### src/tileMapPkg.sv
package tileMapPkg;

	//////////////////////////////////////////////////
	// cpu side layer settings
	//////////////////////////////////////////////////

	// tile code width, 1024 tiles in gfx rom
	localparam int tileCodeBits = 10;

	// one scrolling layer
	typedef struct packed {
		logic [8:0] hOffset;
		logic [7:0] vOffset;
		// priority, passed through to the mixer
		logic [2:0] pri;
	} scrollRegT;

	//////////////////////////////////////////////////
	// memory addresses
	//////////////////////////////////////////////////

	// tile ram, 2 layers of 64x32 tiles, 2 bytes per tile
	typedef struct packed {
		logic       layer;
		logic [4:0] row;
		logic [5:0] column;
		logic       byteSel;
	} tileRamAddrT;

	// gfx rom, one byte holds two 4bpp pixels of a row
	typedef struct packed {
		logic [tileCodeBits-1:0] tileCode;
		logic [2:0]              fineRow;
		logic                    nibble;
	} gfxAddrT;

	//////////////////////////////////////////////////
	// sequencer steering word
	//////////////////////////////////////////////////

	typedef struct packed {
		// ram address select
		logic ramLayer;
		logic ramByte;
		// tile code latch enables
		logic capLo;
		logic capHi;
		// rom slot
		logic gfxValid;
		logic gfxLayer;
		logic gfxNibble;
	} fetchCtlT;

endpackage

### src/videoTimingPkg.sv
package videoTimingPkg;

	//////////////////////////////////////////////////
	// raster geometry
	//////////////////////////////////////////////////

	// horizontal pixel counter, 512 clocks per line max
	localparam int hBits = 9;

	// vertical line counter, 256 lines per frame max
	localparam int vBits = 8;

	// tiles are 8x8 pixels
	localparam int tileShift = 3;

	//////////////////////////////////////////////////
	// raster position
	//////////////////////////////////////////////////

	// current beam position, both counters together
	typedef struct packed {
		logic [hBits-1:0] hCount;
		logic [vBits-1:0] vCount;
	} rasterPosT;

endpackage
### src/tileMapGen.sv
`timescale 1ns/1ns

module tileMapGen
	import videoTimingPkg::*;
	import tileMapPkg::*;
(
	input  logic        CLK_6M,
	input  logic        arstN,
	input  logic        hSync,
	input  logic        vSync,
	input  logic        cpuWrite,
	input  logic [2:0]  cpuAddr,
	input  logic [7:0]  cpuData,
	input  logic [7:0]  ramData,
	output tileRamAddrT ramAddr,
	output gfxAddrT     gfxAddr,
	output logic        strobeA,
	output logic        strobeB,
	output logic        gfxLayer,
	output logic [2:0]  layerPri
);

	//////////////////////////////////////////////////
	// internal nets
	//////////////////////////////////////////////////

	rasterPosT pos;
	scrollRegT scroll [2];
	fetchCtlT  ctl;

	// beam position from sync pulses
	rasterCounter rasterCounterInst (
		.CLK_6M (CLK_6M),
		.arstN  (arstN),
		.hSync  (hSync),
		.vSync  (vSync),
		.pos    (pos)
	);

	// cpu scroll and priority registers
	scrollRegisters scrollRegistersInst (
		.CLK_6M   (CLK_6M),
		.arstN    (arstN),
		.cpuWrite (cpuWrite),
		.cpuAddr  (cpuAddr),
		.cpuData  (cpuData),
		.scroll   (scroll)
	);

	// 8 clock fetch schedule
	tileFetchSequencer tileFetchSequencerInst (
		.CLK_6M (CLK_6M),
		.arstN  (arstN),
		.pos    (pos),
		.ctl    (ctl)
	);

	// ram and rom address datapath
	tileAddressGen tileAddressGenInst (
		.CLK_6M   (CLK_6M),
		.arstN    (arstN),
		.pos      (pos),
		.scroll   (scroll),
		.ctl      (ctl),
		.ramData  (ramData),
		.ramAddr  (ramAddr),
		.gfxAddr  (gfxAddr),
		.gfxLayer (gfxLayer),
		.layerPri (layerPri),
		.strobeA  (strobeA),
		.strobeB  (strobeB)
	);

endmodule

### src/tileAddressGen.sv
`timescale 1ns/1ns

module tileAddressGen
	import videoTimingPkg::*;
	import tileMapPkg::*;
(
	input  logic        CLK_6M,
	input  logic        arstN,
	input  rasterPosT   pos,
	input  scrollRegT   scroll [2],
	input  fetchCtlT    ctl,
	input  logic [7:0]  ramData,
	output tileRamAddrT ramAddr,
	output gfxAddrT     gfxAddr,
	output logic        gfxLayer,
	output logic [2:0]  layerPri,
	output logic        strobeA,
	output logic        strobeB
);

	// per layer tilemap position
	logic [hBits-1:0] hScroll [2];
	logic [vBits-1:0] vScroll [2];

	// tile code latches
	logic [tileCodeBits-1:0] tileCode [2];

	//////////////////////////////////////////////////
	// scroll add
	//////////////////////////////////////////////////

	// natural wrap, 512 wide and 256 high
	always_comb begin
		for (int i = 0; i < 2; i++) begin
			hScroll[i] = pos.hCount + scroll[i].hOffset;
			vScroll[i] = pos.vCount + scroll[i].vOffset;
		end
	end

	// ram address for the layer and byte in this phase
	assign ramAddr.layer   = ctl.ramLayer;
	assign ramAddr.row     = vScroll[ctl.ramLayer][vBits-1:tileShift];
	assign ramAddr.column  = hScroll[ctl.ramLayer][hBits-1:tileShift];
	assign ramAddr.byteSel = ctl.ramByte;

	//////////////////////////////////////////////////
	// tile code capture
	//////////////////////////////////////////////////

	always_ff @(posedge CLK_6M or negedge arstN) begin
		if (!arstN) begin
			tileCode[0] <= '0;
			tileCode[1] <= '0;
		end else begin
			// byte 0 is the low 8 bits of the code
			if (ctl.capLo)
				tileCode[ctl.ramLayer][7:0] <= ramData;
			// byte 1, only the bottom two bits are code
			if (ctl.capHi)
				tileCode[ctl.ramLayer][tileCodeBits-1:8] <= ramData[1:0];
		end
	end

	//////////////////////////////////////////////////
	// rom address and strobes
	//////////////////////////////////////////////////

	always_ff @(posedge CLK_6M or negedge arstN) begin
		if (!arstN) begin
			gfxAddr  <= '0;
			gfxLayer <= 1'b0;
			layerPri <= '0;
			strobeA  <= 1'b0;
			strobeB  <= 1'b0;
		end else begin
			// strobes are single cycle pulses
			strobeA <= ctl.gfxValid & ~ctl.gfxNibble;
			strobeB <= ctl.gfxValid & ctl.gfxNibble;
			// address and layer hold between slots
			if (ctl.gfxValid) begin
				gfxAddr.tileCode <= tileCode[ctl.gfxLayer];
				gfxAddr.fineRow  <= vScroll[ctl.gfxLayer][tileShift-1:0];
				gfxAddr.nibble   <= ctl.gfxNibble;
				gfxLayer         <= ctl.gfxLayer;
				layerPri         <= scroll[ctl.gfxLayer].pri;
			end
		end
	end

endmodule

### src/tileFetchSequencer.sv
`timescale 1ns/1ns

module tileFetchSequencer
	import videoTimingPkg::*;
	import tileMapPkg::*;
(
	input  logic      CLK_6M,
	input  logic      arstN,
	input  rasterPosT pos,
	output fetchCtlT  ctl
);

	// one state per pixel of the tile, ram reads then rom slots
	typedef enum logic [tileShift-1:0] {
		sRamL0B0,
		sRamL0B1,
		sRamL1B0,
		sRamL1B1,
		sGfxL0N0,
		sGfxL0N1,
		sGfxL1N0,
		sGfxL1N1
	} phaseT;

	phaseT state;
	phaseT curPhase;
	logic  lineStart;

	//////////////////////////////////////////////////
	// phase tracking
	//////////////////////////////////////////////////

	// h counter restarts on sync, so snap back to its phase
	assign lineStart = (pos.hCount == '0);
	assign curPhase  = lineStart ? phaseT'(pos.hCount[tileShift-1:0]) : state;

	always_ff @(posedge CLK_6M or negedge arstN) begin
		if (!arstN)
			state <= sRamL0B0;
		else
			state <= phaseT'(curPhase + 1'b1);
	end

	//////////////////////////////////////////////////
	// steering word per phase
	//////////////////////////////////////////////////

	always_comb begin
		ctl = '0;
		case (curPhase)
			// tile code low byte, layer 0
			sRamL0B0: begin
				ctl.capLo = 1'b1;
			end
			sRamL0B1: begin
				ctl.ramByte = 1'b1;
				ctl.capHi   = 1'b1;
			end
			sRamL1B0: begin
				ctl.ramLayer = 1'b1;
				ctl.capLo    = 1'b1;
			end
			sRamL1B1: begin
				ctl.ramLayer = 1'b1;
				ctl.ramByte  = 1'b1;
				ctl.capHi    = 1'b1;
			end
			// rom slots, ram address parks on layer 0 byte 0
			sGfxL0N0: begin
				ctl.gfxValid = 1'b1;
			end
			sGfxL0N1: begin
				ctl.gfxValid  = 1'b1;
				ctl.gfxNibble = 1'b1;
			end
			sGfxL1N0: begin
				ctl.gfxValid = 1'b1;
				ctl.gfxLayer = 1'b1;
			end
			sGfxL1N1: begin
				ctl.gfxValid  = 1'b1;
				ctl.gfxLayer  = 1'b1;
				ctl.gfxNibble = 1'b1;
			end
			default: begin
				ctl = '0;
			end
		endcase
	end

endmodule

### src/scrollRegisters.sv
`timescale 1ns/1ns

module scrollRegisters
	import videoTimingPkg::*;
	import tileMapPkg::*;
(
	input  logic       CLK_6M,
	input  logic       arstN,
	input  logic       cpuWrite,
	input  logic [2:0] cpuAddr,
	input  logic [7:0] cpuData,
	output scrollRegT  scroll [2]
);

	// register map
	//   addr[2]    layer
	//   addr[1:0]  0 hOffset low byte
	//              1 hOffset msb in d0, pri in d3..d1
	//              2 vOffset
	//              3 unused

	logic       layerSel;
	logic [1:0] fieldSel;

	scrollRegT regs [2];

	assign layerSel = cpuAddr[2];
	assign fieldSel = cpuAddr[1:0];

	//////////////////////////////////////////////////
	// cpu write decode
	//////////////////////////////////////////////////

	always_ff @(posedge CLK_6M or negedge arstN) begin
		if (!arstN) begin
			regs[0] <= '0;
			regs[1] <= '0;
		end else if (cpuWrite) begin
			case (fieldSel)
				2'd0: begin
					regs[layerSel].hOffset[hBits-2:0] <= cpuData;
				end
				2'd1: begin
					// 9th scroll bit shares the byte with priority
					regs[layerSel].hOffset[hBits-1] <= cpuData[0];
					regs[layerSel].pri              <= cpuData[3:1];
				end
				2'd2: begin
					regs[layerSel].vOffset <= cpuData[vBits-1:0];
				end
				default: begin
					// field 3 has no register behind it
				end
			endcase
		end
	end

	// new values visible the cycle after the write
	assign scroll[0] = regs[0];
	assign scroll[1] = regs[1];

endmodule

### src/rasterCounter.sv
`timescale 1ns/1ns

module rasterCounter
	import videoTimingPkg::*;
(
	input  logic      CLK_6M,
	input  logic      arstN,
	input  logic      hSync,
	input  logic      vSync,
	output rasterPosT pos
);

	// sync pins, one register stage
	logic hSyncQ;
	logic vSyncQ;

	// rising edge flags, high one cycle after the pin rises
	logic hRise;
	logic vRise;

	logic [hBits-1:0] hCount;
	logic [vBits-1:0] vCount;

	//////////////////////////////////////////////////
	// sync edge detect
	//////////////////////////////////////////////////

	always_ff @(posedge CLK_6M or negedge arstN) begin
		if (!arstN) begin
			hSyncQ <= 1'b0;
			vSyncQ <= 1'b0;
			hRise  <= 1'b0;
			vRise  <= 1'b0;
		end else begin
			hSyncQ <= hSync;
			vSyncQ <= vSync;
			// pin high now, low last cycle
			hRise  <= hSync & ~hSyncQ;
			vRise  <= vSync & ~vSyncQ;
		end
	end

	//////////////////////////////////////////////////
	// pixel and line counters
	//////////////////////////////////////////////////

	always_ff @(posedge CLK_6M or negedge arstN) begin
		if (!arstN) begin
			hCount <= '0;
			vCount <= '0;
		end else begin
			// new line restarts h, otherwise free running
			if (hRise)
				hCount <= '0;
			else
				hCount <= hCount + 1'b1;

			// frame start wins over the line step
			if (vRise)
				vCount <= '0;
			else if (hRise)
				vCount <= vCount + 1'b1;
		end
	end

	assign pos.hCount = hCount;
	assign pos.vCount = vCount;

endmodule

### config.mk
export PLATFORM = sky130hd
export DESIGN_NAME = tileMapGen
export DESIGN_NICKNAME = d
export VERILOG_FILES = /design/src/tileMapPkg.sv /design/src/videoTimingPkg.sv /design/src/tileMapGen.sv /design/src/tileAddressGen.sv /design/src/tileFetchSequencer.sv /design/src/scrollRegisters.sv /design/src/rasterCounter.sv
export SDC_FILE = /design/constraint.sdc
export NUM_CORES = 1
export LEC_CHECK = 0
export ABC_AREA = 0
export ABC_CLOCK_PERIOD_IN_PS = 5500
export BUFFER_PORTS_ARGS = -buffer_cell sky130_fd_sc_hd__buf_2
export CORE_ASPECT_RATIO = 0.7
export CORE_UTILIZATION = 55
export DETAILED_ROUTE_END_ITERATION = 8
export GPL_TIMING_DRIVEN = 0
export PLACE_DENSITY = 0.77
export RECOVER_POWER = 25
export REMOVE_ABC_BUFFERS = 1
export SLEW_MARGIN = 20
export SYNTH_ARGS = -nofsm -noshare
export SYNTH_HDL_FRONTEND = slang
export SYNTH_SLANG_ARGS = --single-unit
### constraint.sdc
create_clock -name CLK_6M -period 5.5 [get_ports CLK_6M]
set_input_delay 0.825 -clock CLK_6M [delete_from_list [all_inputs] [get_ports CLK_6M]]
set_output_delay 0.825 -clock CLK_6M [all_outputs]
set_load 0.1 [all_outputs]
==> flow_summary.ini <==
[worst_setup_path]
cp.required_ns = 4.68
arrival_ns = 4.38
r2r_cells = 11
end_kind = primary output
critPathMaxFanout = 9
worstSetupStartpointType = flop
crit_type = flop to primary output

[synth]
synth_top_area_share_pct = 48.75
ys_ff_latch = 104
synth_enable_flop_cells = 0
synth-main-ff-cell = dfrtp_1
synth_top_area_cell = dfrtp_1
synth_cells = 505
netlist_area_sq_mm = 0.005339
yosys-top-cells-area = dfrtp_1, ha_1, a22o_1, mux2_2, nand2_1
synth_seq_area_share_pct = 48.75
yosysWarnings = 0
yosysUniqueCellTypes = 45
syn_area_per_cell_sq_um = 10.57
async_flop_share_pct = 100.0

[clocking]
htree_num_levels = 3
cts-root-buf = clkbuf_16
clkLatencyLatePin_ns = 0.35
clock-sinks = 104
hold_buffers = 0
cts_max_path_buffers = 2
cts.reportedPaths.clkPinSlew_ns = 0.07
cts_buffers = 9
tritoncts = done

[global_route]
grt_max_degree = 61
track_usage_pct = 25.07
overflow = 0
grt_pass1_wl_um = 19620
grt_pass1_vias = 3949
antenna_found_initial = 0

[routing]
drtPass1Iterations = 5
wl_per_cell_um = 16.73
num_vias = 3886
wl_um = 11500
via_per_inst = 5.656
drc = 0
drt_iter0_drc = 285
postRouteAntennaNets = 0

[floorplanning]
die_area_sq_mm = 0.01011
coreArea_sq_mm = 0.009253
initial_utilization_pct = 57.70
io_pins = 57
dieWidth_um = 119.8
die_h_um = 84.43
rows = 29

[timing]
fin_setup_tns_ns = 0
skew_ns = 0.007692
finalSetupViolCount = 0
min_period_ns = 5.201
clock.fmax_mhz = 192.3
finalHoldViolations = 0
period_share_pct = 94.56
worst_pin_slew_ns = 2.333
maxSlewViolCount = 46
max_slew_margin_pct = -55.56

[placement]
place.gp.congestion = 0.8096
io_buffers = 56
placed_cell_area_sq_mm = 0.005736
dp.final_hpwl_um = 8215
dp_cells = 667

[hold_path]
min_path_cells = 1
hold_class = flop to flop

[job]
max_cap_violations = 1

[finish]
final_layout_size_suffix_gt1_share_pct = 20.25
area_delta_synth_final_pct = 14.32
design_area_sq_mm = 0.006103
final_cell_count_no_fill = 687
finalNetCount = 616
diodes = 0

[outcome]
violations = max-capacitance violations, max-slew violations
status = complete, but fails checks
[logic make-up after synthesis]
logic type / Yosys count / share of synthesized area [%]
flops: 104 / 48.75
simple gates: 146 / 12.61
fa+ha+maj: 34 / 8.249
xor+xnor: 28 / 4.593
buf+inv: 40 / 3.023
compound gates: 114 / 14.88
mux: 39 / 7.898
[area by class of cell]
cell class	instances	area, sq um
Fill cell	732	3149
Multi-Input combinational cell	361	2614
Sequential cell	104	2603
Timing Repair Buffer	62	339.1
Clock buffer	11	252.7
Tap cell	124	155.1
Inverter	20	77.57
Clock inverter	5	62.56
[worst max-delay path: stages (launching register included)]
cell and delay [ns]:
dfrtp_1 0.43, inv_1 0.11, ha_1 0.18, nor4b_4 0.28
nand2_2 0.16, a21o_1 0.25, ha_2 0.22, ha_2 0.22
a21oi_4 0.21, buf_4 0.22, nand2_1 0.07, nand2_1 0.08
ha_1 0.26, and4_1 0.21, o211a_1 0.15, nor3b_1 0.31
nor2b_1 0.08, nor2_1 0.12, xnor2_1 0.14, buf_4 0.32
[cell usage in the layout (no fill, tap or decap), types with 3 or more instances in the layout]
master and n:
a21o_1 6, clkbuf_16 9, o21ai_0 37, nand3_1 8, dfrtp_1 104, xor2_1 12, ha_1 30, nor3_1 4
a22o_1 40, or3_1 4, nor2b_1 11, xnor2_1 16, mux2_2 21, and2_1 3, a21oi_1 15, buf_2 51
inv_1 19, nor2_1 33, nand4_1 3, mux2i_1 17, and3_1 5, nand2_1 62, o21ai_1 3, nand2b_1 3
buf_4 7
[stage by stage]
step | utilization [%] | hold WS (ns) | worst slack, ns
floorplan | - | 0.3777 | -0.6923
global placement | 61.47 | 0.3846 | -0.1452
detailed placement | 61.99 | 0.3893 | -0.2390
CTS | 65.90 | 0.4018 | 0.07025
global route | 65.96 | 0.4023 | -0.0005391
finish | 65.96 | 0.4016 | 0.2992
[flip-flops by register name (all words and copies together), names as in the netlist]
signal and flops:
rasterCounterInst.vSyncQ 1, rasterCounterInst.hRise 1, tileAddressGenInst.strobeB 1, rasterCounterInst.vRise 1
tileAddressGenInst.strobeA 1, tileFetchSequencerInst.state 3, tileAddressGenInst.gfxAddr 14, tileAddressGenInst.gfxLayer 1
rasterCounterInst.vCount 8, scrollRegistersInst.scroll 40, tileAddressGenInst.tileCode 20, tileAddressGenInst.layerPri 3
rasterCounterInst.hCount 9, rasterCounterInst.hSyncQ 1
[cells in the mapped netlist, drive strengths merged, types with 4 or more instances]
master,number
buf,6
nor2b,11
mux2,22
o21ai,40
nor2,34
clkbuf,14
a21oi,18
inv,20
dfrtp,104
xor2,12
or3,4
a21o,6
mux2i,17
nand2,63
a22o,40
ha,32
nand3,8
xnor2,16
nor3,6
and3,5
[final timing paths]
| check | from | endpoint | slack, ns |
|---|---|---|---|
| setup / recovery | rasterCounterInst.hCount[1]$_DFF_PN0_ | ramAddr[3] | 0.30 |
| hold / removal | rasterCounterInst.hSyncQ$_DFF_PN0_ | rasterCounterInst.hRise$_DFF_PN0_ | 0.40 |
| setup reg to reg | rasterCounterInst.hCount[1]$_DFF_PN0_ | tileAddressGenInst.tileCode[11]$_DFFE_PN0P_ | 2.25 |
| hold reg to reg | rasterCounterInst.hSyncQ$_DFF_PN0_ | rasterCounterInst.hRise$_DFF_PN0_ | 0.40 |
| max in group asynchronous | arstN | tileAddressGenInst.tileCode[4]$_DFFE_PN0P_ | 1.89 |
| min in group asynchronous | arstN | rasterCounterInst.hCount[5]$_DFF_PN0_ | 1.16 |
[repair_timing]
| action | CTS | global route |
|---|---|---|
| setup endpoints to repair | 5 | 5 |
| buffers inserted | 2 | 2 |
| resized for setup | 8 | 6 |
[layer usage]
layer	share of wire (%)	track usage (%)	vias to the layer above
li1	-	-	1869
met1	46	34.19	1925
met2	49	41.09	82
met3	3.9	5.707	10
met4	1.1	5.682	0
met5	0	0	-
Power is not shown: default switching activity piles up to over one toggle a cycle in this logic, so the estimate is an artifact.
